[src/logic/proc_config.svh]
// Processor memory and reset configuration
`ifndef PROC_CONFIG_SVH
`define PROC_CONFIG_SVH

// Instruction memory size in 16-bit words
`define PROC_IMEM_DEPTH 256

// Data memory size in 16-bit words
`define PROC_DMEM_DEPTH 256

// First instruction fetched after reset
`define PROC_RESET_PC 16'h0000

`endif

[src/logic/procPkg.sv]
// Processor shared types
package procPkg;

   // Opcode lives in instr[15:11], unlisted codes are illegal
   typedef enum logic [4:0] {
      NOP  = 5'd0,
      ADD  = 5'd1,
      SUB  = 5'd2,
      AND  = 5'd3,
      XOR  = 5'd4,
      ADDI = 5'd5,
      LBI  = 5'd6,
      LD   = 5'd7,
      ST   = 5'd8,
      BEQZ = 5'd9,
      BNEZ = 5'd10,
      J    = 5'd11,
      HALT = 5'd12
   } opcodeT;

   typedef enum logic [1:0] {
      FWD_NONE,
      FWD_MEM,
      FWD_WB
   } fwdSelT;

   // R-type: ADD, SUB, AND, XOR
   typedef struct packed {
      logic [4:0] opcode;
      logic [2:0] rs;
      logic [2:0] rt;
      logic [2:0] rd;
      logic [1:0] pad;
   } rFormatT;

   // ADDI, LD, ST (rd is the store data register for ST)
   typedef struct packed {
      logic [4:0] opcode;
      logic [2:0] rs;
      logic [2:0] rd;
      logic [4:0] imm;
   } iFormatT;

   // LBI (regIdx is rd) and BEQZ/BNEZ (regIdx is rs)
   typedef struct packed {
      logic [4:0] opcode;
      logic [2:0] regIdx;
      logic [7:0] imm;
   } wFormatT;

   typedef struct packed {
      logic [4:0]  opcode;
      logic [10:0] offset;
   } jFormatT;

   typedef struct packed {
      logic        valid;
      logic [15:0] pcInc;
      logic [15:0] instr;
   } fdBundleT;

   typedef struct packed {
      logic        valid;
      opcodeT      opcode;
      logic [2:0]  rs;
      logic [2:0]  rt;
      logic [15:0] opA;
      logic [15:0] opB;
      logic [15:0] imm;
      logic [15:0] pcInc;
      logic [2:0]  dest;
      logic        writesReg;
      logic        readsMem;
      logic        writesMem;
      logic        isHalt;
      logic        isIllegal;
   } dxBundleT;

   typedef struct packed {
      logic        valid;
      logic [15:0] result;
      logic [15:0] storeData;
      logic [2:0]  dest;
      logic        writesReg;
      logic        readsMem;
      logic        writesMem;
      logic        isHalt;
      logic        isIllegal;
   } xmBundleT;

   typedef struct packed {
      logic        valid;
      logic [2:0]  dest;
      logic [15:0] value;
      logic        writesReg;
      logic        isHalt;
      logic        isIllegal;
   } wbBundleT;

endpackage

[src/logic/hazardUnit.sv]
// Forwarding, stall and flush control
`timescale 1ns/10ps

module hazardUnit (
   input  procPkg::dxBundleT dxIn,
   input  procPkg::xmBundleT xmIn,
   input  procPkg::wbBundleT wbIn,
   input  logic [2:0]        decodeRs,
   input  logic [2:0]        decodeRt,
   input  logic              redirect,
   output logic              stall,
   output logic              flush,
   output procPkg::fwdSelT   fwdA,
   output procPkg::fwdSelT   fwdB
);

   import procPkg::*;

   logic memWrites;
   logic wbWrites;

   assign memWrites = xmIn.valid && xmIn.writesReg;
   assign wbWrites  = wbIn.valid && wbIn.writesReg;

   // Youngest producer wins, so memory stage beats writeback
   function automatic fwdSelT pickFwd(input logic [2:0] src);
      fwdSelT sel;
      sel = FWD_NONE;
      if (memWrites && xmIn.dest == src) begin
         sel = FWD_MEM;
      end else if (wbWrites && wbIn.dest == src) begin
         sel = FWD_WB;
      end
      return sel;
   endfunction

   assign fwdA = pickFwd(dxIn.rs);
   assign fwdB = pickFwd(dxIn.rt);

   // Load data only exists after the memory stage
   assign stall = dxIn.valid && dxIn.readsMem && dxIn.writesReg &&
                  (dxIn.dest == decodeRs || dxIn.dest == decodeRt);

   assign flush = redirect;

   // A load in execute never redirects, so stall and flush stay apart
   always_comb begin
      stallFlushApart: assert final (!(stall && flush))
         else $error("load-use stall coincides with a redirect");
   end

endmodule

[config.mk]
export PLATFORM = sky130hd
export DESIGN_NAME = hazardUnit
export DESIGN_NICKNAME = d
export VERILOG_FILES = /design/src/logic/proc_config.svh /design/src/logic/procPkg.sv /design/src/logic/hazardUnit.sv
export SDC_FILE = /design/constraint.sdc
export NUM_CORES = 1
export LEC_CHECK = 0
export ABC_AREA = 1
export BUFFER_PORTS_ARGS = -buffer_cell sky130_fd_sc_hd__clkbuf_2
export CAP_MARGIN = 10
export CORE_AREA = 2 2 62 64
export DETAILED_ROUTE_END_ITERATION = 6
export DIE_AREA = 0 0 64 66
export GPL_ROUTABILITY_DRIVEN = 1
export PLACE_DENSITY_LB_ADDON = 0.12
export SYNTH_ARGS = -nofsm -noshare
export SYNTH_HDL_FRONTEND = slang
export SYNTH_SLANG_ARGS = --single-unit
[constraint.sdc]
create_clock -name vclk -period 1.1
set_clock_uncertainty 0.15 [all_clocks]
set_input_delay 0.11 -clock vclk [all_inputs]
set_output_delay 0.11 -clock vclk [all_outputs]
set_load 0.1 [all_outputs]
* Word level (Yosys, flattened, before mapping)
Index checks and enable logic that the tools add are counted.
Storage, ports and cells: logic and storage cells 20, bits in registers 0, output and inout port bits 6, latch bits 0, RAM bits 0, memory bits (read-only) 0, memories kept 0, input port bits 155
Operators by class: mux-type cells 4, eq/ne operators 6, bitwise operators 0, order comparisons 0, div/mod/pow operators 0, $add $sub $neg 0, $mul 0, reductions and logical operators 10, shifts and indexed selects 0
Operator list (number):
- equality test 3 bit | 6
- logical AND 1 bit | 9
- 2-to-1 mux 2 bit | 4
- logical OR 1 bit | 1

* Longest topological paths before layout
depth after elaboration 4, gate-level depth with buffers 5, gate-level depth less buffers 5

* Worst setup path before layout
Ideal clock, no wire load.
path kind input-to-output, start point input port dxIn[6] (netlist bit), end point output port stall, stages on the path 5, setup slack -0.961 ns, required time 0.840 ns, arrival 1.801 ns, buffers on the path 0, cells stage by stage inv_1 nand2_1 nand2_1 nand3_1 a21oi_1
Between the ends: word-level cells in the longest chain between the ends 3, elaborated cells on any way between the ends 4, classes of those cells 2 x eq/ne; 2 x reduce/logical
RTL lines:
- start: declaration | RTL line hazardUnit.sv:5 | input procPkg::dxBundleT dxIn,
- equality test 3 bit | RTL line hazardUnit.sv:42 | (dxIn.dest == decodeRs || dxIn.dest == decodeRt);
- logical OR 1 bit * | RTL line hazardUnit.sv:42
- logical AND 1 bit * | RTL line hazardUnit.sv:41 | assign stall = dxIn.valid && dxIn.readsMem && dxIn.writesReg &&
- end: declaration | RTL line hazardUnit.sv:11 | output logic stall,
Every way passes the cells marked *; elsewhere a longest branch is shown, timed or not.

* Worst setup path in the final report
start point input port xmIn[6] (netlist bit), end point output port fwdB[1]
Between the ends: word-level cells in the longest chain between the ends 3
RTL lines:
- start: declaration | RTL line hazardUnit.sv:6 | input procPkg::xmBundleT xmIn,
- equality test 3 bit | RTL line hazardUnit.sv:29 | if (memWrites && xmIn.dest == src) begin
- logical AND 1 bit | RTL line hazardUnit.sv:29
- 2-to-1 mux 2 bit | RTL line hazardUnit.sv:29
- end: declaration | RTL line hazardUnit.sv:14 | output procPkg::fwdSelT fwdB
No other way between the ends.

==> run_results.csv <==
group,metric,value,unit
synth,synth_area_per_cell,4.91,µm²
layout,flops_and_latches,0,
setup_path,cp_max_fo,4,
route,drc,0,
setup_path,critPathArrivalTime,910,ps
setup_path,cp.depth,7,
setup_path,critPathMostFrequentCell,"nor2_4",
synth,yosysWarnings,0,
run_status,status,"complete, but fails checks",
layout,n_clock_buffer,0,
global_routing,grt_pass1_wl,2.04,mm
layout,fillers,392,
run_status,violations,"setup timing",
synth,synth_top_area_share,29.4,%
clock_network,ctsHoldBuffers,0,
layout,nets,255,
synth,seq_area_frac_synth,0,%
route,top_layer,"met3",
die,dieWidth,64,µm
pwr,peakVddDrop,0.000122,V
die,core_area,3550,µm²
layout,drive_gt1_share,63.3,%
synth,yosysUniqueCellTypes,15,
setup_path,startpoint,"xmIn[6]",
sta,finalHoldViolCount,0,
die,initial_core_util,8.99,%
placed_design,gp_congestion,0.710,
synth,postSynthCellCount,65,
synth,synth_common_cells,"nand2_1 (25), inv_1 (11), xnor2_1 (5)",
setup_path,critical_path_buf_inv_count,3,
setup_path,crit_end,"fwdB[1]",
sta,finalWorstSetupSlack,-72.5,ps
route,wl_met3,99,µm
pwr,powerDensity,349,nW/µm²
layout,fin_util,24.9,%
flow_run,cap_violations,0,
sta,finalCritPeriodShare,107,%
layout,area.growth.synth_to_final,178,%
global_routing,grt_pass1_vias,456,
clock_network,post-cts-setup-buffer-count,0,
synth,syn_nets,220,
synth,synthTopCellsByArea,"nand2_1 (29%), xnor2_1 (14%), inv_1 (13%)",
sta,max_slew.worst_pin.slew,284,ps
route,m1WireLength,604,µm
layout,antenna_cells,0,
global_routing,grt_util_all_layers,5.87,%
route,vias,475,
global_routing,antenna_found_initial,0,
synth,synth_top_cell_by_area,"nand2_1",
sta,slew-limit-headroom,81.0,%
layout,seqCellArea,0,µm²
route,detail_route.wl_per_cell,8.83,µm
synth,yosysMostFrequentCell,"nand2_1",
die,num_rows,22,
setup_path,worstSetupStartpointType,"input port",
sta,period_needed,1170,ps
setup_path,cp_slowest_cell,"o21ai_2",
sta,rsz0062_at_grt,"yes",
setup_path,worstPathRequired,840,ps
route,postRouteAntennaNets,0,
route,viasPerCell,3.25,
synth,synth_area,319,µm²
global_routing,grt_max_degree,5,
layout,fin_cells,146,
placed_design,dp_cells,146,
route,drt_iter0_drc,6,
placed_design,io_buffers,33,
sta,finalMaxSlewViolations,0,
sta,max_freq,0.853,GHz
setup_path,end_kind,"output port",
setup_path,slowest_delay,190,ps
hold_path,hold_path.class,"in2out",
setup_path,crit_type,"in2out",
setup_path,path_cells,"clkbuf_8 > nand2_1 > clkinv_1 > o21ai_2 > nor2_4 > nor2_4 > buf_12",
route,routed_wirelength,1.29,mm
die,die_area,4220,µm²
route,dr.pass1.iters,4,
pwr,leakage,0.000411,µW
die,io_pins,161,
sta,final-setup-viol-count,3,
placed_design,dp_hpwl,1.17,mm
die,die_h,66,µm
global_routing,grt_overflow,0,
setup_path,critPathTopFamily,"buffers and inverters",
route,wl_met2,585,µm
how the worst min path moves through the flow:
stage | startpoint | end | slack [ps] | cells past startpoint
CTS | redirect | flush | 70 | 0
global route | redirect | flush | 70 | 0
floorplan | redirect | flush | 280 | 1
finish | redirect | flush | 70 | 0
detailed placement | redirect | flush | 70 | 0
global placement | redirect | flush | 70 | 0
cells by family (layout without fill, tap and decap cells):
group	Yosys count	count (layout)	share of synthesized area, %
AOI/OAI and AO/OA	6	6	11.4
xor gates and xnor gates	8	8	22.0
and+or+nand+nor	37	37	49.0
buffers and inverters	14	47	17.6
per-stage QoR:
stage / instance area (µm²) / setup TNS (ps) / total power, µW / hold WS (ps) / worst slack, ps
global placement: 697 / -501 / 239 / 71.2 / -133
floorplan: 397 / -699 / 144 / 282 / -301
CTS: 802 / -235 / 276 / 71.2 / -88.2
detailed placement: 697 / -467 / 239 / 71.2 / -138
finish: 886 / -180 / 309 / 70.0 / -72.5
global route: 886 / -382 / 335 / 70.2 / -124
final cells by class:
class / count / area, µm² / share of cell area [%]
well taps: 48 / 60.1 / 6.78
inverters: 13 / 68.8 / 7.77
repair buffers: 34 / 379 / 42.8
multi-input cells: 51 / 378 / 42.7
routing by layer:
metal	vias up	global-route usage, %
met1	193	8.65
met3	0	0.852
met5	-	0
met2	20	9.51
li1	262	-
met4	0	0
cell usage in the layout (no fill, tap or decap), types with 2 or more instances in the layout:
cell      count
xnor2_2       4
buf_12        5
buf_8         5
buf_6         6
clkbuf_8      3
inv_4         3
nor2_1        3
nand3_2       2
nand2_2       5
nand2_1      19
xor2_1        3
clkbuf_2     14
nor2_4        4
nand3_1       2
inv_1         4
inv_2         4
a21oi_4       2
report_power, final:
group / leakage (µW) / switching (µW) / internal (µW) / total (µW)
Combinational: 0.000411 / 148 / 161 / 309
Sequential: 0 / 0 / 0 / 0
Clock: 0 / 0 / 0 / 0
what timing repair did:
action / in CTS / in global routing
gates resized for setup: 15 / 34
endpoints found under the setup margin: 5 / 5
pin swaps: 8 / 16
No activity file was read; power rests on OpenSTA's default activity.
