### config.mk
export PLATFORM = sky130hd
export DESIGN_NAME = fetchStage
export DESIGN_NICKNAME = d
export VERILOG_FILES = /design/src/logic/procPkg.sv /design/src/logic/fetchStage.sv
export VERILOG_INCLUDE_DIRS = /design/src /design/src/logic
export SDC_FILE = /design/constraint.sdc
export NUM_CORES = 2
export LEC_CHECK = 0
export BUFFER_PORTS_ARGS = -buffer_cell sky130_fd_sc_hd__buf_2
export CAP_MARGIN = 20
export CORE_MARGIN = 2
export CORE_UTILIZATION = 29
export CTS_CLUSTER_DIAMETER = 60
export DETAILED_ROUTE_END_ITERATION = 7
export PLACE_DENSITY = 0.49
export SKIP_LAST_GASP = 1
export SYNTH_ARGS = -nofsm -noshare
export SYNTH_HDL_FRONTEND = slang
export SYNTH_SLANG_ARGS = --single-unit
### constraint.sdc
create_clock -name clk -period 2.6 [get_ports clk]
set_clock_uncertainty 0.15 [all_clocks]
set_input_delay 0.39 -clock clk [delete_from_list [all_inputs] [get_ports clk]]
set_output_delay 0.39 -clock clk [all_outputs]
set_load 0.05 [all_outputs]
### src/logic/proc_config.svh
// Processor memory and reset configuration
`ifndef PROC_CONFIG_SVH
`define PROC_CONFIG_SVH

// Instruction memory size in 16-bit words
`define PROC_IMEM_DEPTH 256

// Data memory size in 16-bit words
`define PROC_DMEM_DEPTH 256

// First instruction fetched after reset
`define PROC_RESET_PC 16'h0000

`endif

### src/logic/procPkg.sv
// Processor shared types
package procPkg;

   // Opcode lives in instr[15:11], unlisted codes are illegal
   typedef enum logic [4:0] {
      NOP  = 5'd0,
      ADD  = 5'd1,
      SUB  = 5'd2,
      AND  = 5'd3,
      XOR  = 5'd4,
      ADDI = 5'd5,
      LBI  = 5'd6,
      LD   = 5'd7,
      ST   = 5'd8,
      BEQZ = 5'd9,
      BNEZ = 5'd10,
      J    = 5'd11,
      HALT = 5'd12
   } opcodeT;

   typedef enum logic [1:0] {
      FWD_NONE,
      FWD_MEM,
      FWD_WB
   } fwdSelT;

   // R-type: ADD, SUB, AND, XOR
   typedef struct packed {
      logic [4:0] opcode;
      logic [2:0] rs;
      logic [2:0] rt;
      logic [2:0] rd;
      logic [1:0] pad;
   } rFormatT;

   // ADDI, LD, ST (rd is the store data register for ST)
   typedef struct packed {
      logic [4:0] opcode;
      logic [2:0] rs;
      logic [2:0] rd;
      logic [4:0] imm;
   } iFormatT;

   // LBI (regIdx is rd) and BEQZ/BNEZ (regIdx is rs)
   typedef struct packed {
      logic [4:0] opcode;
      logic [2:0] regIdx;
      logic [7:0] imm;
   } wFormatT;

   typedef struct packed {
      logic [4:0]  opcode;
      logic [10:0] offset;
   } jFormatT;

   typedef struct packed {
      logic        valid;
      logic [15:0] pcInc;
      logic [15:0] instr;
   } fdBundleT;

   typedef struct packed {
      logic        valid;
      opcodeT      opcode;
      logic [2:0]  rs;
      logic [2:0]  rt;
      logic [15:0] opA;
      logic [15:0] opB;
      logic [15:0] imm;
      logic [15:0] pcInc;
      logic [2:0]  dest;
      logic        writesReg;
      logic        readsMem;
      logic        writesMem;
      logic        isHalt;
      logic        isIllegal;
   } dxBundleT;

   typedef struct packed {
      logic        valid;
      logic [15:0] result;
      logic [15:0] storeData;
      logic [2:0]  dest;
      logic        writesReg;
      logic        readsMem;
      logic        writesMem;
      logic        isHalt;
      logic        isIllegal;
   } xmBundleT;

   typedef struct packed {
      logic        valid;
      logic [2:0]  dest;
      logic [15:0] value;
      logic        writesReg;
      logic        isHalt;
      logic        isIllegal;
   } wbBundleT;

endpackage

### src/logic/fetchStage.sv
// Instruction fetch stage
`timescale 1ns/10ps
`include "proc_config.svh"

module fetchStage (
   input  logic              clk,
   input  logic              rstN,
   input  logic              progWrEn,
   input  logic [7:0]        progAddr,
   input  logic [15:0]       progData,
   input  logic              stall,
   input  logic              flush,
   input  logic              redirect,
   input  logic [15:0]       redirectPc,
   input  logic              halted,
   output procPkg::fdBundleT fetchOut
);

   localparam int IMEM_AW = $clog2(`PROC_IMEM_DEPTH);

   logic [15:0] imem [`PROC_IMEM_DEPTH];
   logic [15:0] pc;
   logic [15:0] pcInc;
   logic [15:0] instr;

   assign pcInc = pc + 16'd1;
   assign instr = imem[pc[IMEM_AW-1:0]];

   // Program port, only driven while the core is in reset
   always_ff @(posedge clk) begin
      if (progWrEn) begin
         imem[progAddr] <= progData;
      end
   end

   always_ff @(posedge clk or negedge rstN) begin
      if (!rstN) begin
         pc <= `PROC_RESET_PC;
      end else if (halted) begin
         pc <= pc;
      end else if (redirect) begin
         pc <= redirectPc;
      end else if (!stall) begin
         pc <= pcInc;
      end
   end

   // Fetch/decode register
   always_ff @(posedge clk or negedge rstN) begin
      if (!rstN) begin
         fetchOut <= '0;
      end else if (flush) begin
         fetchOut.valid <= 1'b0;
      end else if (!stall) begin
         fetchOut.valid <= !halted;
         fetchOut.pcInc <= pcInc;
         fetchOut.instr <= instr;
      end
   end

   progDuringReset: assert property (@(posedge clk) rstN |-> !progWrEn)
      else $error("program port written outside reset");

endmodule

# Word-level counts from Yosys, hierarchy flattened
# Memories as Yosys holds them, arrays and structs flattened.
# Cells that the tools add are included.
# op_classes
n_addsub	1
mul	0
n_div	0
n_lt_le_gt_ge	0
eq_ne	2
shift	0
mux	6
bitwise_logic	3
n_reduce_logical	3
# ops
cell	count
2-to-1 mux 33 bit	1
2-to-1 mux 16 bit	2
adder 16 x 1 -> 16 bit (second input constant)	1
inequality test 2 x 1 -> 1 bit (second input constant)	2
AND reduction 2 bit	2
2-to-1 mux 1 bit	3
NOT 1 bit	3
zero test 1 bit	1
# totals
register_bits	49
latch_bits	0
ramBits	4096
mem_bits_ro	0
inputBits	47
out_inout_bits	33
word_cells	20
memories	1
# memory_table
memory	depth	word_bits	rd	rd_clocked_by_memory_dff	wr	line	rtl
imem	256	16	1	0	1	fetchStage.sv:21	logic [15:0] imem [`PROC_IMEM_DEPTH];

# Logic depth before layout (Yosys ltp)
# depth
depth_word	3
ltp_mapped	14
mapped_depth_nobuf	8

# Worst setup path before layout
# Ideal clock, no wire load.
# synth_path
kind	register to register
from	reg pc[0]
to	reg fetchOut[4] in the netlist's numbering
setup_ps	127
t_arrival_ps	2454
path_slack_ps	-131
path_stages_with_launch	14
synth_period_minus_slack_ps	2731
cell_sequence	dfrtp_1 -> buf_6 -> buf_6 -> buf_4 -> buf_6 -> buf_6 -> buf_4 -> mux2i_1 -> o22ai_1 -> a2111oi_0 -> o21bai_1 -> nand4b_1 -> a22oi_1 -> o21ai_1
# synth_between
elab_chain_len	1
# synth_rtl
item	line	rtl
start: declaration	fetchStage.sv:22	logic [15:0] pc;
start signal: assignment	fetchStage.sv:38	pc <= `PROC_RESET_PC;
start signal: assignment	fetchStage.sv:40	pc <= pc;
start signal: assignment	fetchStage.sv:42	pc <= redirectPc;
memory (256 x 16 bit)	--	
end: declaration	fetchStage.sv:16	output procPkg::fdBundleT fetchOut
# Every way passes these cells.
# A chain may end at the register's enable or synchronous reset.

# Worst setup path after layout
# Same ends and word-level chain as after synthesis.

==> impl_results.md <==
- Most common cell in the netlist: edfxtp_1
- Critical path's slowest cell: mux4_2
- Max Clock Freq: 283 MHz
- Routed wire length: 560000 µm
- Average wire per standard cell: 32.8 µm
- Crit Reg-Reg Startpoint: pc[0]
- Wire length of the first global-routing pass: 757000 µm
- Synth Area in Simple Gates: 2.05%
- Total grt overflow: 0
- Crit start category: flop
- Total GRT Usage: 19.3%
- HP Start: redirectPc[8]
- Adder-cell share of the synthesized area: 0.00777%
- # IOs: 80
- Distinct cells, synth: 81
- Clock Tree Buf Depth: 4
- Largest net degree at the start of global routing: 92
- Largest family of logic cells by synthesized area: multiplexers
- Max_slew headroom: 37.9%
- Initial Util: 29.1%
- Worst Tran Pin Value: 0.931 ns
- Critical register-to-register path endpoint: fetchOut[4]
- Largest stage delay, worst path: 0.53 ns
- Syn Nets: 7825
- CTS Buf Count: 447
- Complex-gate fraction of the synthesized area: 4.06%
- Worst-path clk slew: 0.06 ns
- Core area: 0.553 mm²
- Detailed-router iteration count before antenna repair: 8
- Root Buffer: clkbuf_16
- Largest cells by area after synthesis: edfxtp_1 (76%), mux4_2 (11%), mux2i_1 (4.0%)
- RSZ-0062 raised after global routing: yes
- Fillers: 50.3k
- IO buf count: 79
- Worst Path Max Fanout: 10
- YS warnings: 0
- Cell taking the most area after synthesis: edfxtp_1
- Final worst slack: -0.935 ns
- # DRC: 0
- Synth Cell Area: 0.161 mm²
- VDD IR max: 592 µV
- Sequential Power Share: 43.5%
- P_sw: 47.1 mW
- Register area share after synthesis: 77.1%
- # clock sinks: 4145
- CTS tree: done
- Die area: 0.562 mm²
- Share of cells above drive strength 1: 36.3%
- R2r setup slk: -0.93 ns
- Clock share of power: 37.2%
- CP required: 3.31 ns
- Setup_tns: -15.15 ns
- Hold Crit Endpoint: pc[8]
- Final period utilization: 136%
- Post-synth EDFFs: 4096
- Total leakage power: 65.7 nW
- Top cell type's share of synthesized area: 76.3%
- Placed Area: 0.184 mm²
- Via-per-instance ratio: 5.25
- Fin area: 0.204 mm²
- Pwr/cell area: 838 mW/mm²
- Number of global-route vias before repair: 88.1k
- Final Hold Vio Count: 0
- Layout area overhead: 26.7%
- Die Wd: 749 µm
- Clk Latency, worst-skew pair: 1.03 ns
- HPWL Detailed: 360000 µm
- R2r worst-path depth: 11
- Hold path depth: 4
- Final Slew Violations: 0
- Avg Inst Size Synth: 20.7 µm²
- Chip height: 749 µm
- Comb power frac: 19.4%
- Mux cell area share after synthesis: 14.8%
- Yosys reg bits: 4145
- Ys async rst share: 1.18%
- Top FF cell, synth: edfxtp_1
- Via count of the routed design: 89.7k
- Initial antenna violation count: 57
- Global placement routability congestion: 0.864
- Fin Hold WS: 0.0517 ns
- Mapped Cells: 7777
- Int Pwr: 124 mW
- CP cell instances: buf_12 -> buf_16 -> buf_16 -> buf_12 -> mux4_2 -> mux4_2 -> o22ai_2 -> buf_6 -> nor3_1 -> a22oi_2 -> o21ai_1
- Failing checks: negative setup slack
- Top cells by count, synth: edfxtp_1 (4096), mux4_2 (755), mux2i_1 (649)
- Final min period: 3.53 ns
- Initial DRC count: 11.9k
- Post-DRT Antenna Nets: 0
- Sw frac: 27.5%
- Crit Path Class: reg -> reg
- HP Class: in -> reg
- Final setup vio count: 31
- Fin nets: 9462
- Crit end category: flop
- Synth Area in XOR/XNOR: 0.0761%
- H-tree levels: 5
- Cell row count: 273
- Status: complete, but fails checks
- Worst EP arrival: 4.25 ns
- Max_cap viols: 0
- Pre-CTS setup slack: -2.16 ns
per-layer routing:
layer  up-vias  part of all wire (%)  track usage (%)
met2      4277                    46             30.4
met5         -                 0.014                0
met1     48500                    41             26.9
li1      36100                     -                -
met4        12                   3.9             6.45
met3       823                   8.7             3.76
worst max path at each step:
stage / from / end / slack (ns) / cells past startpoint
global route: pc[0] / fetchOut[4] / -0.95 / 11
detailed placement: pc[0] / fetchOut[0] / -2.16 / 11
global placement: pc[0] / fetchOut[0] / -2.16 / 11
floorplan: progAddr[3] / imem[235][0] / -0.11 / 6
CTS: pc[0] / fetchOut[4] / -0.85 / 11
finish: pc[0] / fetchOut[4] / -0.93 / 11
timing repair:
item / 4_1_cts / 5_1_grt
endpoints found under the hold margin: 2686 / 0
buffers inserted: 99 / 84
gates resized for setup: 370 / 252
pin swaps: 61 / 105
setup endpoints to repair: 43 / 42
hold buffers: 47 / 0
cloned: 21 / 8
layout by cell type (no fill, tap or decap), types with 68 or more instances in the layout:
cell type	instances
edfxtp_1	4096
buf_4	969
mux4_2	755
mux2i_1	628
clkbuf_16	458
buf_12	445
nor2_2	188
o221ai_1	184
nor2_1	156
o22ai_1	148
nand2_1	144
a21oi_1	140
clkinv_1	101
clkbuf_1	90
o21ai_0	82
clkinv_2	68
stage by stage:
step	total power, mW	util [%]	std cells
floorplan	89.4	-	7777
global placement	105	33.2	16000
detailed placement	105	33.2	16000
CTS	171	36.6	17000
global route	175	36.9	17100
finish	171	36.9	17100
cell families after synthesis:
family	after synthesis
xor+xnor	14
simple gates	753
compound gates	942
buf+inv	489
mux	1433
flops	4145
fa+ha+maj	1
sequential cells by signal, indices dropped and copies added, names as in the netlist:
register  count
fetchOut     33
pc           16
imem       4096
power groups by stage:
stage                     logic (mW)  registers, mW  clock network [mW]
after floorplan                 13.6           75.9                   0
after global placement          29.3           75.8                   0
after detailed placement        29.4           75.8                   0
after CTS                       31.9           74.3                64.5
after global routing            34.1           74.4                67.0
final                           33.2           74.4                63.6
area by class of cell:
cell class | instances | area [µm²] | share of cell area (%)
Sequential cell | 4145 | 124000 | 60.9
Inverter | 8 | 47.5 | 0.0233
Antenna cell | 13 | 32.5 | 0.0159
Tap cell | 7287 | 9120 | 4.47
Timing Repair Buffer | 1669 | 19600 | 9.58
Clock inverter | 281 | 2980 | 1.46
Multi-Input combinational cell | 3143 | 36500 | 17.9
Clock buffer | 542 | 11600 | 5.70
critical path: cells and delay by family, from the launching register on:
kind	cells	cell delay, ns
mux	2	1.02
compound gates	3	0.81
buf+inv	5	0.80
flops	1	0.47
simple gates	1	0.07
(Power assumes the default switching activity.)
