$ cat config.mk
export PLATFORM = sky130hd
export DESIGN_NAME = regFile
export DESIGN_NICKNAME = d
export VERILOG_FILES = /design/src/logic/proc_config.svh /design/src/logic/procPkg.sv /design/src/logic/regFile.sv
export SDC_FILE = /design/constraint.sdc
export NUM_CORES = 1
export LEC_CHECK = 0
export BUFFER_PORTS_ARGS = -buffer_cell sky130_fd_sc_hd__buf_2
export CORE_MARGIN = 1.5
export CORE_UTILIZATION = 61
export CTS_BUF_LIST = sky130_fd_sc_hd__clkbuf_16
export CTS_CLUSTER_SIZE = 20
export DETAILED_ROUTE_END_ITERATION = 6
export PLACE_DENSITY = 0.81
export SLEW_MARGIN = 25
export SYNTH_ARGS = -nofsm -noshare
export SYNTH_HDL_FRONTEND = slang
export SYNTH_SLANG_ARGS = --single-unit
export TNS_END_PERCENT = 10
$ cat constraint.sdc
create_clock -name clk -period 4.5 [get_ports clk]
set_clock_uncertainty 0.2 [all_clocks]
set_input_delay 0.45 -clock clk [delete_from_list [all_inputs] [get_ports clk]]
set_output_delay 0.45 -clock clk [all_outputs]
set_load 0.01 [all_outputs]
$ cat src/logic/proc_config.svh
// Processor memory and reset configuration
`ifndef PROC_CONFIG_SVH
`define PROC_CONFIG_SVH

// Instruction memory size in 16-bit words
`define PROC_IMEM_DEPTH 256

// Data memory size in 16-bit words
`define PROC_DMEM_DEPTH 256

// First instruction fetched after reset
`define PROC_RESET_PC 16'h0000

`endif

$ cat src/logic/procPkg.sv
// Processor shared types
package procPkg;

   // Opcode lives in instr[15:11], unlisted codes are illegal
   typedef enum logic [4:0] {
      NOP  = 5'd0,
      ADD  = 5'd1,
      SUB  = 5'd2,
      AND  = 5'd3,
      XOR  = 5'd4,
      ADDI = 5'd5,
      LBI  = 5'd6,
      LD   = 5'd7,
      ST   = 5'd8,
      BEQZ = 5'd9,
      BNEZ = 5'd10,
      J    = 5'd11,
      HALT = 5'd12
   } opcodeT;

   typedef enum logic [1:0] {
      FWD_NONE,
      FWD_MEM,
      FWD_WB
   } fwdSelT;

   // R-type: ADD, SUB, AND, XOR
   typedef struct packed {
      logic [4:0] opcode;
      logic [2:0] rs;
      logic [2:0] rt;
      logic [2:0] rd;
      logic [1:0] pad;
   } rFormatT;

   // ADDI, LD, ST (rd is the store data register for ST)
   typedef struct packed {
      logic [4:0] opcode;
      logic [2:0] rs;
      logic [2:0] rd;
      logic [4:0] imm;
   } iFormatT;

   // LBI (regIdx is rd) and BEQZ/BNEZ (regIdx is rs)
   typedef struct packed {
      logic [4:0] opcode;
      logic [2:0] regIdx;
      logic [7:0] imm;
   } wFormatT;

   typedef struct packed {
      logic [4:0]  opcode;
      logic [10:0] offset;
   } jFormatT;

   typedef struct packed {
      logic        valid;
      logic [15:0] pcInc;
      logic [15:0] instr;
   } fdBundleT;

   typedef struct packed {
      logic        valid;
      opcodeT      opcode;
      logic [2:0]  rs;
      logic [2:0]  rt;
      logic [15:0] opA;
      logic [15:0] opB;
      logic [15:0] imm;
      logic [15:0] pcInc;
      logic [2:0]  dest;
      logic        writesReg;
      logic        readsMem;
      logic        writesMem;
      logic        isHalt;
      logic        isIllegal;
   } dxBundleT;

   typedef struct packed {
      logic        valid;
      logic [15:0] result;
      logic [15:0] storeData;
      logic [2:0]  dest;
      logic        writesReg;
      logic        readsMem;
      logic        writesMem;
      logic        isHalt;
      logic        isIllegal;
   } xmBundleT;

   typedef struct packed {
      logic        valid;
      logic [2:0]  dest;
      logic [15:0] value;
      logic        writesReg;
      logic        isHalt;
      logic        isIllegal;
   } wbBundleT;

endpackage

$ cat src/logic/regFile.sv
// General register file
`timescale 1ns/10ps

module regFile (
   input  logic              clk,
   input  logic              rstN,
   input  logic [2:0]        rdAddrA,
   input  logic [2:0]        rdAddrB,
   output logic [15:0]       rdDataA,
   output logic [15:0]       rdDataB,
   input  procPkg::wbBundleT wbIn
);

   logic [15:0] regs [8];
   logic        wrEn;

   assign wrEn = wbIn.valid && wbIn.writesReg;

   always_ff @(posedge clk or negedge rstN) begin
      if (!rstN) begin
         regs <= '{default: '0};
      end else if (wrEn) begin
         regs[wbIn.dest] <= wbIn.value;
      end
   end

   // Same-cycle writeback bypass so decode sees the retiring value
   always_comb begin
      if (wrEn && wbIn.dest == rdAddrA) begin
         rdDataA = wbIn.value;
      end else begin
         rdDataA = regs[rdAddrA];
      end
      if (wrEn && wbIn.dest == rdAddrB) begin
         rdDataB = wbIn.value;
      end else begin
         rdDataB = regs[rdAddrB];
      end
   end

endmodule

* Word level (Yosys, flattened, before mapping)
Index checks and enable logic that the tools add are counted.
Word-level totals: word-level logic and storage cells 32, bits of input ports 31, output and inout port bits 32, bits in registers 128
Cells by class: bitwise gates (word level) 3, equal/unequal tests 2, muxes and demuxes 11, reduce and logical (&&, ||, !) cells 4, order comparisons 4
Operators by type and width (count):
- bitwise mux 128 bit | 1
- 2-to-1 mux 16 bit | 7
- binary-select mux 16 bit (select 3 bit) | 2
- demux 16 bit (select 3 bit) | 1
- >= comparator 4 bit, second input constant | 3
- NOT 3 -> 4 bit | 3
- equality test 3 bit | 2
- logical AND 1 bit | 4
- less-than comparator 4 x 1 -> 1 bit, second input constant | 1

* Depth between registers and ports, before layout
depth in word-level cells 6, gate-level depth with buffers 6, depth with buffers taken out 3

* Worst setup path before layout
OpenSTA, ideal clock, no wires.
path type in2out, from input port rdAddrA[1], to output port rdDataA[0], arrival 1.839 ns, setup slack 2.011 ns, cell stages on the path 5, data required time 3.850 ns, cells stage by stage clkbuf_1 clkbuf_1 mux4_2 mux2_2 mux2_2
Between the ends: longest elaborated chain between the ends 5, elaborated cells between the ends (all ways) 7, those cells by class eq/ne: 1; mux: 4; bitwise: 1; reduce/logical: 1
Ends and longest elaborated chain:
- from (decl) | RTL line regFile.sv:7 | input logic [2:0] rdAddrA,
- NOT 3 -> 4 bit (implied by the code) | RTL line regFile.sv:32 | rdDataA = regs[rdAddrA];
- binary-select mux 16 bit (select 3 bit) | RTL line regFile.sv:32
- 2-to-1 mux 16 bit (implied by the code) (2 in series) | RTL line regFile.sv:32
- 2-to-1 mux 16 bit (*) | RTL line regFile.sv:29 | if (wrEn && wbIn.dest == rdAddrA) begin
- to (decl) | RTL line regFile.sv:9 | output logic [15:0] rdDataA,
Every way passes the cells marked *; elsewhere a longest branch is shown, timed or not. The select of a mux whose other input is x is not followed.

* Worst setup path in the final report
from input port rdAddrB[0], to output port rdDataB[2]
Between the ends: longest elaborated chain between the ends 5, elaborated cells between the ends (all ways) 7, those cells by class eq/ne: 1; mux: 4; bitwise: 1; reduce/logical: 1
Ends and longest elaborated chain:
- from (decl) | RTL line regFile.sv:8 | input logic [2:0] rdAddrB,
- NOT 3 -> 4 bit (implied by the code) | RTL line regFile.sv:37 | rdDataB = regs[rdAddrB];
- binary-select mux 16 bit (select 3 bit) | RTL line regFile.sv:37
- 2-to-1 mux 16 bit (implied by the code) (2 in series) | RTL line regFile.sv:37
- 2-to-1 mux 16 bit (*) | RTL line regFile.sv:34 | if (wrEn && wbIn.dest == rdAddrB) begin
- to (decl) | RTL line regFile.sv:10 | output logic [15:0] rdDataB,
Marks and branches as above.

==> impl_metrics.py <==
metrics = {
    "sta": {
        "fmax_mhz": 299,
        "setup_viol_count_final": 0,
        "setup_slack_ns": 1.15,
        "slew_headroom_pct": 29.7,
        "worst_pin_slew_ns": 1.05,
        "fin_crit_ns": 3.35,
        "rsz0062_at_grt": "no",
        "slew_viol_final": 0,
        "final_hold_viol_count": 0,
        "min_period_over_period_pct": 74.4,
        "tns_ns": 0,
    },
    "clocking": {
        "cts_resized": 0,
        "tritoncts": "built",
        "clockBufferDepth": 2,
        "cts.clk_slew.worst_paths_ns": 0.05,
        "cts_buffers": 17,
        "cts-hold-fix-buffers": 1,
        "cts_sinks": 128,
        "post_cts_buffers": 0,
        "clkLatencyLatePin_ns": 0.42,
        "cts_htree_levels": 4,
        "cts_root_buf": "clkbuf_16",
    },
    "worst_setup_path": {
        "timing.rr.end": "regs[90]",
        "cpMostUsedCell": "buf_2",
        "cp_slowest_stage_delay_ns": 0.59,
        "slowest_stage": "mux4_1",
        "crit_path_max_fanout": 22,
        "ff2ff_path_depth": 1,
        "crit_type": "in -> out",
        "r2r_setup_slack_ns": 3.44,
        "cp_cell_sequence": "buf_2 -> buf_4 -> mux4_1 -> mux2_2 -> mux2_4 -> buf_2",
        "start_kind": "input port",
        "worstPathRequired_ns": 3.85,
        "timing.rr.start": "regs[90]",
        "worstSetupEndpointType": "output port",
        "arrival_ns": 2.70,
    },
    "synthesis": {
        "synthDistinctLibCells": 22,
        "synth-seq-cells": 128,
        "synthesis.area_mm2": 0.00756,
        "syn_inst": 455,
        "yosysSeqAreaShare_pct": 42.3,
        "synth_nets": 486,
        "yosysWarnings": 0,
        "syn_avg_cell_area_um2": 16.6,
    },
    "routing": {
        "routed_wl_um": 17400,
        "first_iter_violations": 274,
        "final_antenna_net_count": 0,
        "firstDrtPassIters": 4,
        "drc": 0,
        "vias_per_cell": 6.45,
        "wl_per_cell_um": 25.4,
        "via_count": 4411,
    },
    "pwr": {
        "ir_drop_uv": 394,
        "p_leak_nw": 3.94,
        "p_total_mw": 4.23,
        "power.density_mw_per_mm2": 492,
    },
    "global_route": {
        "grt_remaining_overflow": 0,
        "grt_pass1_wl_um": 27400,
        "antenna_found_initial": 1,
        "grt_max_degree": 66,
        "grt_pass1_vias": 4756,
        "grt_use_total_pct": 28.9,
    },
    "place": {
        "pre_cts_slack_ns": 1.17,
        "dp_cells": 650,
        "dp_hpwl_um": 9720,
        "place.gp.congestion": 0.735,
        "dpl_cell_area_mm2": 0.00790,
        "port-buffer-count": 60,
    },
    "layout": {
        "stdcell_area_mm2": 0.00859,
        "largest_register_ffs": 128,
        "instances_no_fill": 684,
        "reg.largest.list": "regs (128)",
        "top_register": "regs",
        "num-fill-cells": 747,
        "fin_nets": 533,
        "drive_gt1_share_pct": 57.3,
        "syn2layout_area_growth_pct": 13.5,
    },
    "floorplan": {
        "core_mm2": 0.0121,
        "die_w_um": 114,
        "pin_count": 63,
        "die_h_um": 114,
        "die_area_mm2": 0.0131,
        "initial_core_util_pct": 62.7,
        "row_count": 40,
    },
    "min_path": {
        "min_path_cells": 2,
        "hold_path_startpoint": "wbIn[17]",
        "whs_endpoint": "regs[94]",
        "hold_class": "in -> reg",
    },
    "run": {
        "maxCapViolations": 0,
    },
    "outcome": {
        "outcome": "completed",
    },
}
worst max path at each step:
stage	start	end	slack [ns]	cells after the start
3_3_place_gp	rdAddrB[0]	rdDataB[0]	1.17	6
2_1_floorplan	rdAddrA[1]	rdDataA[0]	2.01	5
5_1_grt	rdAddrB[0]	rdDataB[15]	1.08	6
4_1_cts	rdAddrB[0]	rdDataB[2]	1.14	6
3_5_place_dp	rdAddrB[0]	rdDataB[15]	1.17	6
6_report	rdAddrB[0]	rdDataB[2]	1.15	6
critical path: cells and delay by family:
family | cells | cell delay, ns
buffers and inverters | 3 | 1.09
multiplexers | 3 | 1.14
per-layer routing:
metal	global-route usage [%]	up-vias	wire length [um]	share of wire, %
met5	0	-	0	0
met4	9.67	0	325	1.9
met3	6.51	28	959	5.5
met2	48.0	145	8920	51
met1	38.2	2329	7160	41
li1	-	1909	-	-
through the flow:
step                util, %  hold WS (ns)
floorplan                 -       -0.0456
global placement       65.5         0.279
detailed placement     65.5         0.297
CTS                    71.2         0.172
global route           71.2         0.196
finish                 71.2         0.182
kinds of logic (layout without fill, tap and decap cells):
family        count (synthesis)  count (layout)  share of synthesized area [%]
mux                         256             256                           51.8
simple gates                 16              16                           1.26
other cells                   0               1                              0
buf+inv                      49             109                           3.90
flops                       128             128                           42.3
xor+xnor                      6               6                          0.695
final cells by class:
class / instances / area (um^2) / area share [%]
repair buffers: 77 / 433 / 5.04
diodes: 1 / 2.50 / 0.0291
flip-flops and latches: 128 / 3200 / 37.3
clock inverters: 15 / 246 / 2.87
multi-input cells: 278 / 4070 / 47.4
clock buffers: 17 / 425 / 4.95
well taps: 168 / 210 / 2.45
layout by cell type (no fill, tap or decap):
cell           synthesis  final
mux2_2               156    156
dfrtp_1              128    128
buf_2                  9     59
mux4_1                58     58
mux2_4                26     26
clkbuf_16              0     17
buf_4                  2     17
mux2_1                10     10
bufinv_16              0      7
xnor2_1                6      6
mux4_2                 6      6
nor2_1                 6      6
clkinv_2               0      5
nand4_2                2      2
nand2b_1               2      2
or3_1                  2      2
clkinv_1               0      2
diode_2                0      1
and2_1                 1      1
nand3b_1               1      1
nand3_1                1      1
nand2_1                1      1
inv_1                  0      1
dlygate4sd3_1          0      1
power breakdown:
group	switching [mW]	total [mW]	internal [mW]	leakage [nW]
clock network	0.506	1.59	1.08	0.336
logic	0.363	1.03	0.666	2.04
registers	0.189	1.61	1.42	1.57
synthesized netlist by cell type:
library cell | count | share of area (%)
nand2_1 | 1 | 0.050
mux2_4 | 26 | 5.2
mux4_1 | 58 | 20
nand2b_1 | 2 | 0.17
buf_12 | 2 | 0.53
buf_4 | 2 | 0.20
and2_1 | 1 | 0.083
clkbuf_1 | 14 | 0.69
mux2_1 | 10 | 1.5
buf_2 | 9 | 0.60
or3_1 | 2 | 0.17
mux2_2 | 156 | 23
mux4_2 | 6 | 1.8
buf_8 | 4 | 0.79
nor2_1 | 6 | 0.30
buf_1 | 16 | 0.79
xnor2_1 | 6 | 0.69
buf_6 | 2 | 0.30
nand3_1 | 1 | 0.066
nand4_2 | 2 | 0.33
dfrtp_1 | 128 | 42
nand3b_1 | 1 | 0.099
Power figures use the tool's default switching activity.
