`config.mk`:
```
export PLATFORM = sky130hd
export DESIGN_NAME = executeStage
export DESIGN_NICKNAME = d
export VERILOG_FILES = /design/src/logic/proc_config.svh /design/src/logic/procPkg.sv /design/src/logic/executeStage.sv
export SDC_FILE = /design/constraint.sdc
export NUM_CORES = 1
export LEC_CHECK = 0
export ABC_AREA = 1
export BUFFER_PORTS_ARGS = -buffer_cell sky130_fd_sc_hd__buf_2
export CAP_MARGIN = 40
export CORE_AREA = 2 2 104 106
export DETAILED_ROUTE_END_ITERATION = 8
export DIE_AREA = 0 0 106 108
export GPL_TIMING_DRIVEN = 0
export PLACE_DENSITY = 0.77
export SYNTH_ARGS = -nofsm -noshare
export SYNTH_HDL_FRONTEND = slang
export SYNTH_SLANG_ARGS = --single-unit
```
`constraint.sdc`:
```
create_clock -name clk -period 2.1 [get_ports clk]
set_input_delay 0.315 -clock clk [delete_from_list [all_inputs] [get_ports clk]]
set_output_delay 0.315 -clock clk [all_outputs]
set_load 0.01 [all_outputs]
```
`src/logic/proc_config.svh`:
```
// Processor memory and reset configuration
`ifndef PROC_CONFIG_SVH
`define PROC_CONFIG_SVH

// Instruction memory size in 16-bit words
`define PROC_IMEM_DEPTH 256

// Data memory size in 16-bit words
`define PROC_DMEM_DEPTH 256

// First instruction fetched after reset
`define PROC_RESET_PC 16'h0000

`endif

```
`src/logic/procPkg.sv`:
```
// Processor shared types
package procPkg;

   // Opcode lives in instr[15:11], unlisted codes are illegal
   typedef enum logic [4:0] {
      NOP  = 5'd0,
      ADD  = 5'd1,
      SUB  = 5'd2,
      AND  = 5'd3,
      XOR  = 5'd4,
      ADDI = 5'd5,
      LBI  = 5'd6,
      LD   = 5'd7,
      ST   = 5'd8,
      BEQZ = 5'd9,
      BNEZ = 5'd10,
      J    = 5'd11,
      HALT = 5'd12
   } opcodeT;

   typedef enum logic [1:0] {
      FWD_NONE,
      FWD_MEM,
      FWD_WB
   } fwdSelT;

   // R-type: ADD, SUB, AND, XOR
   typedef struct packed {
      logic [4:0] opcode;
      logic [2:0] rs;
      logic [2:0] rt;
      logic [2:0] rd;
      logic [1:0] pad;
   } rFormatT;

   // ADDI, LD, ST (rd is the store data register for ST)
   typedef struct packed {
      logic [4:0] opcode;
      logic [2:0] rs;
      logic [2:0] rd;
      logic [4:0] imm;
   } iFormatT;

   // LBI (regIdx is rd) and BEQZ/BNEZ (regIdx is rs)
   typedef struct packed {
      logic [4:0] opcode;
      logic [2:0] regIdx;
      logic [7:0] imm;
   } wFormatT;

   typedef struct packed {
      logic [4:0]  opcode;
      logic [10:0] offset;
   } jFormatT;

   typedef struct packed {
      logic        valid;
      logic [15:0] pcInc;
      logic [15:0] instr;
   } fdBundleT;

   typedef struct packed {
      logic        valid;
      opcodeT      opcode;
      logic [2:0]  rs;
      logic [2:0]  rt;
      logic [15:0] opA;
      logic [15:0] opB;
      logic [15:0] imm;
      logic [15:0] pcInc;
      logic [2:0]  dest;
      logic        writesReg;
      logic        readsMem;
      logic        writesMem;
      logic        isHalt;
      logic        isIllegal;
   } dxBundleT;

   typedef struct packed {
      logic        valid;
      logic [15:0] result;
      logic [15:0] storeData;
      logic [2:0]  dest;
      logic        writesReg;
      logic        readsMem;
      logic        writesMem;
      logic        isHalt;
      logic        isIllegal;
   } xmBundleT;

   typedef struct packed {
      logic        valid;
      logic [2:0]  dest;
      logic [15:0] value;
      logic        writesReg;
      logic        isHalt;
      logic        isIllegal;
   } wbBundleT;

endpackage

```
`src/logic/executeStage.sv`:
```
// Execute stage with ALU and branch resolution
`timescale 1ns/10ps

module executeStage (
   input  logic              clk,
   input  logic              rstN,
   input  procPkg::dxBundleT execIn,
   input  procPkg::fwdSelT   fwdA,
   input  procPkg::fwdSelT   fwdB,
   input  logic [15:0]       memFwd,
   input  procPkg::wbBundleT wbFwd,
   output logic              redirect,
   output logic [15:0]       redirectPc,
   output procPkg::xmBundleT execOut
);

   import procPkg::*;

   logic [15:0] opA;
   logic [15:0] opB;
   logic [15:0] result;
   logic        taken;

   always_comb begin
      case (fwdA)
         FWD_MEM: opA = memFwd;
         FWD_WB:  opA = wbFwd.value;
         default: opA = execIn.opA;
      endcase
      case (fwdB)
         FWD_MEM: opB = memFwd;
         FWD_WB:  opB = wbFwd.value;
         default: opB = execIn.opB;
      endcase
   end

   always_comb begin
      result = '0;
      taken  = 1'b0;
      case (execIn.opcode)
         ADD:          result = opA + opB;
         SUB:          result = opA - opB;
         AND:          result = opA & opB;
         XOR:          result = opA ^ opB;
         ADDI, LD, ST: result = opA + execIn.imm;
         LBI:          result = execIn.imm;
         BEQZ:         taken  = (opA == 16'd0);
         BNEZ:         taken  = (opA != 16'd0);
         J:            taken  = 1'b1;
         default:      result = '0;
      endcase
   end

   // Offsets are in words from the incremented PC
   assign redirect   = execIn.valid && taken;
   assign redirectPc = execIn.pcInc + execIn.imm;

   // Execute/memory register
   always_ff @(posedge clk or negedge rstN) begin
      if (!rstN) begin
         execOut <= '0;
      end else begin
         execOut.valid     <= execIn.valid;
         execOut.result    <= result;
         execOut.storeData <= opB;
         execOut.dest      <= execIn.dest;
         execOut.writesReg <= execIn.writesReg;
         execOut.readsMem  <= execIn.readsMem;
         execOut.writesMem <= execIn.writesMem;
         execOut.isHalt    <= execIn.isHalt;
         execOut.isIllegal <= execIn.isIllegal;
      end
   end

endmodule

```
After elaboration in Yosys (flattened, before gate mapping)
Index checks and enable logic that the tools add are counted.
{"block": "classes", "n_addsub": 4, "n_eq_ne": 15, "muxes": 4, "bitwise": 2, "n_reduce_logical": 4}
{"cell": "case mux 16 bit (6 select lines)", "count": 1}
{"cell": "case mux 16 bit (2 select lines)", "count": 2}
{"cell": "adder 16 bit", "count": 3}
{"cell": "equality test 5 x 3 -> 1 bit (second input constant)", "count": 4}
{"cell": "equality test 5 x 4 -> 1 bit (second input constant)", "count": 4}
{"cell": "bitwise AND 16 bit", "count": 1}
{"cell": "logical NOT 16 bit", "count": 1}
{"cell": "nonzero test 16 bit", "count": 1}
{"cell": "subtractor 16 bit", "count": 1}
{"cell": "XOR 16 bit", "count": 1}
{"cell": "equality test 5 x 2 -> 1 bit (second input constant)", "count": 2}
{"cell": "equality test 5 x 1 -> 1 bit (second input constant)", "count": 1}
{"cell": "equality test 2 x 1 -> 1 bit (second input constant)", "count": 2}
{"cell": "equality test 2 bit (second input constant)", "count": 2}
{"cell": "case mux 1 bit (3 select lines)", "count": 1}
{"cell": "OR reduction 3 bit", "count": 1}
{"cell": "logical AND 1 bit", "count": 1}
{"block": "totals", "register_bits": 41, "inputBits": 129, "out_inout_bits": 58}

Depth between registers and ports, before layout
{"block": "depth", "ltp_word": 5, "mapped_depth": 28, "ltp_nobuf": 26}

Worst setup path before layout
OpenSTA, ideal clock, no wires.
{"block": "synth_timing", "path_type": "input port to flip-flop", "start": "in fwdB[0]", "end": "reg execOut[37] in the netlist's numbering", "setup_ns": 0.130, "t_arrival_ns": 3.293, "required_ns": 1.970, "path_slack_ns": -1.323, "path_stages": 24, "path_cell_list": "inv_1 > ha_1 > inv_2 > or2_2 > o21ai_2 > ha_1 > nand2_2 > clkinv_1 > nand2_2 > nor2_2 > inv_1 > nor2_1 > nand3_1 > nand3_1 > o211ai_1 > ha_1 > inv_1 > nor3_1 > nand3_1 > nand4_1 > a31o_2 > or2_2 > nand3_1 > nand4_1"}
{"block": "synth_between", "elab_chain_cells": 4}
{"element": "from (decl)", "line_no": "executeStage.sv:9", "text": "input procPkg::fwdSelT fwdB,"}
{"element": "equality test 2 bit / equality test 2 x 1 -> 1 bit (equally long branches)", "line_no": "executeStage.sv:30", "text": "case (fwdB)"}
{"element": "case mux 16 bit (2 select lines) *", "line_no": "executeStage.sv:30"}
{"element": "subtractor 16 bit, or another cell as far along", "line_no": "executeStage.sv:42", "text": "SUB: result = opA - opB;"}
{"element": "case mux 16 bit (6 select lines) *", "line_no": "executeStage.sv:40", "text": "case (execIn.opcode)"}
{"element": "named net result[13]", "line_no": "executeStage.sv:21", "text": "logic [15:0] result;"}
{"element": "to (decl)", "line_no": "executeStage.sv:14", "text": "output procPkg::xmBundleT execOut"}
Mark *: on every way through the listed nets, which the timed path passes. The rest lies on a longest branch.

Worst setup path in the final report
Ends and elaborated chain as after synthesis.

==> flow_summary.yaml <==
status:
  outcome: "finished, violations left"
  violations: "negative setup slack"
yosys:
  synth_area_um2: 4530
  synth-seq-cells: 41
  netlist_instances: 697
  yosysUniqueCellTypes: 42
  synth_most_common_cell: "nand2_1"
  synthesis.nets: 879
  yosys_warnings: 0
  synth_edf_count: 0
  synth.avg_cell_area_um2: 6.50
  synthTopCellsByCount: "nand2_1 (227), inv_1 (76), nand3_1 (65)"
  synthTopCellsByArea: "dfrtp_1 (23%), nand2_1 (19%), ha_1 (14%), nand3_1 (7.2%), inv_1 (6.3%)"
  yosys_most_used_dff: "dfrtp_1"
  ys_seq_area_share_pct: 22.7
  yosysTopAreaCell: "dfrtp_1"
  yosys.area.top_type_share_pct: 22.7
  ys_async_sr_fraction_pct: 100
floorplanning:
  design.die.area_um2: 11400
  die_w_um: 106
  core_area_um2: 10200
  initial_core_util_pct: 44.3
  num_rows: 37
  die_h_um: 108
  ios: 187
critical_path:
  crit_fanout: 5
  start_kind: "primary input"
  startpoint: "fwdB[0]"
  cp.arrival_ns: 3.46
  crit_path_end_kind: "flip-flop"
  crit_type: "primary input to flip-flop"
  crit_required_ns: 2.28
pwr:
  p_sw_w: 0.00165
  power_leakage_nw: 3.69
  p_int_w: 0.00230
  p_comb_share_pct: 61.4
  clkPwrFrac_pct: 16.1
  irDropWorstVdd_mv: 0.372
  swShare_pct: 41.7
  finalPower_w: 0.00395
  pwr-share-seq_pct: 22.4
  power_density_nw_per_um2: 552
clock_tree:
  cts_buffers: 5
  cts_sinks: 41
  cts_tree: "yes"
  clk_pin_slew_ns: 0.08
  cts_root_buffer: "clkbuf_8"
  clockBufferDepth: 2
  htreeDepth: 2
cells_and_area:
  num-fill-cells: 851
  multiInputGateArea_um2: 3800
  largest_register: "execOut"
  drive_above_1_share_pct: 45.4
  reg_top3: "execOut (41)"
  seqCellArea_um2: 1030
  syn2layout_area_growth_pct: 57.9
  largest_reg_flops: 41
  num_antenna_cells: 0
  final_nets: 1123
routing:
  vias_per_cell: 5.47
  drt-total-wl_um: 17000
  wl_per_cell_um: 15.8
  vias: 5894
  dr.pass1.iters: 5
  post-route-drc-count: 0
  first_iter_violations: 458
  ant_nets: 0
global_route:
  grt_use_total_pct: 27.7
  antenna_found_initial: 0
  grt_max_degree: 25
  overflow: 0
  grt_pass1_wl_um: 25200
  grt_pass1_vias: 5485
sta:
  fin_setup_tns_ns: -13.35
  setup_viol: 21
  timing.final.crit_share_pct: 156
  rsz0062_at_grt: "true"
  setup_ws_ns: -1.18
  drv_slew: 0
  finalHoldViolations: 0
  clock.fmax_ghz: 0.305
  maxSlewHeadroom_pct: 39.8
  fin_crit_ns: 3.28
  whs_ns: 0.116
  tightest_slew_ns: 0.896
run:
  max_cap_viol_count: 0
min_path:
  whs_endpoint: "execOut[3]$_DFF_PN0_"
  hold_path.class: "primary input to flip-flop"
  min_from: "execIn[3]"
  hold_path_depth: 1
place:
  place_ws_ns: -1.74
  io_buffers: 173
  gp_congestion: 0.900
  dp.final_hpwl_um: 12100
## worst max-delay path, stage by stage
cell	delay (ns)
buf_12	0.08
inv_8	0.02
ha_4	0.28
inv_6	0.04
buf_8	0.13
or2_4	0.26
o21ai_4	0.09
nand3_4	0.13
buf_6	0.14
nor3_4	0.12
nor3b_2	0.07
a221o_1	0.32
ha_4	0.28
buf_6	0.13
nand2_4	0.07
o21ai_2	0.06
nand2_1	0.08
nand4_1	0.16
a31o_2	0.30
or2_4	0.22
nand3_2	0.06
nand4_1	0.09
## cell usage in the layout (no fill, tap or decap), types with 3 or more instances in the layout
cell type  Yosys  final
nor3_1         7      4
nor2_1        32     25
clkbuf_16      0      3
xor2_1        14     12
or2_4          0      5
nand3_1       65     45
a21oi_1       37     26
a221oi_1       4      4
clkbuf_8       0      9
nand2_2       11     35
clkbuf_1      15      4
nor2_4         2      8
dfrtp_1       41     41
nand2_1      227    196
o211ai_1       5      5
ha_4           0     12
o21ai_4        0      5
ha_1          51     37
o21ai_0       40     11
buf_8          0      5
inv_1         76     55
buf_2          5    169
nand3_2        1     20
inv_2          2     19
nor2_2         4      5
nand2_4        0      7
o21ai_1        3     18
a31oi_1        5      5
o21ai_2        4     13
buf_4          0     52
nand4_1       11     11
buf_6          2     18
a21oi_2        0      9
## cell type report
class	instances	share of cell area, %
Buffer	19	2.89
Clock buffer	5	0.962
Clock inverter	2	0.490
Inverter	79	4.44
Multi-Input combinational cell	555	53.1
Sequential cell	41	14.3
Tap cell	136	2.38
Timing Repair Buffer	240	21.4
## power by group through the flow
stage	logic [W]	registers (W)	clock network, W
floorplan	0.00118	0.000953	0
global placement	0.00175	0.000902	0
detailed placement	0.00179	0.000901	0
CTS	0.00211	0.000886	0.000638
global route	0.00264	0.000894	0.000678
finish	0.00243	0.000886	0.000636
## stage by stage
stage          instance area (um2)  instances  util, %
6_report                      7150       1077     69.9
5_1_grt                       7150       1077     69.9
4_1_cts                       6680       1054     65.3
3_5_place_dp                  5900       1007     57.7
3_3_place_gp                  5880       1006     57.4
2_1_floorplan                 4840        697        -
## worst max-delay path by stage
stage,end,cells after the start
4_1_cts,execOut[37]$_DFF_PN0_,26
2_1_floorplan,execOut[37]$_DFF_PN0_,24
3_5_place_dp,execOut[37]$_DFF_PN0_,27
5_1_grt,execOut[38]$_DFF_PN0_,23
3_3_place_gp,execOut[37]$_DFF_PN0_,27
6_report,execOut[37]$_DFF_PN0_,22
## cell families after synthesis
logic type                 count (synthesis)  synth area share [%]
DFF                                       41                  22.7
xor gates and xnor gates                  17                  3.29
buffers and inverters                    101                  8.84
adders and majority gates                 53                  15.0
AOI/OAI and AO/OA                        111                  14.3
and+or+nand+nor                          374                  35.9
## per-layer routing
layer  up-vias  share of wire (%)  GRT usage (%)
met2       304                 50           50.1
li1       2802                  -              -
met5         -                  0              0
met1      2728                 38           32.0
met3        60                7.8           4.64
met4         0                4.0           12.8
## repair_timing
action	4_1_cts	5_1_grt
setup buffers	42	24
endpoints found under the hold margin	17	0
pin swaps	43	48
endpoints found under the setup margin	24	25
cloned	0	1
resized for setup	103	80
hold buffers	1	0
(Power assumes the default switching activity.)
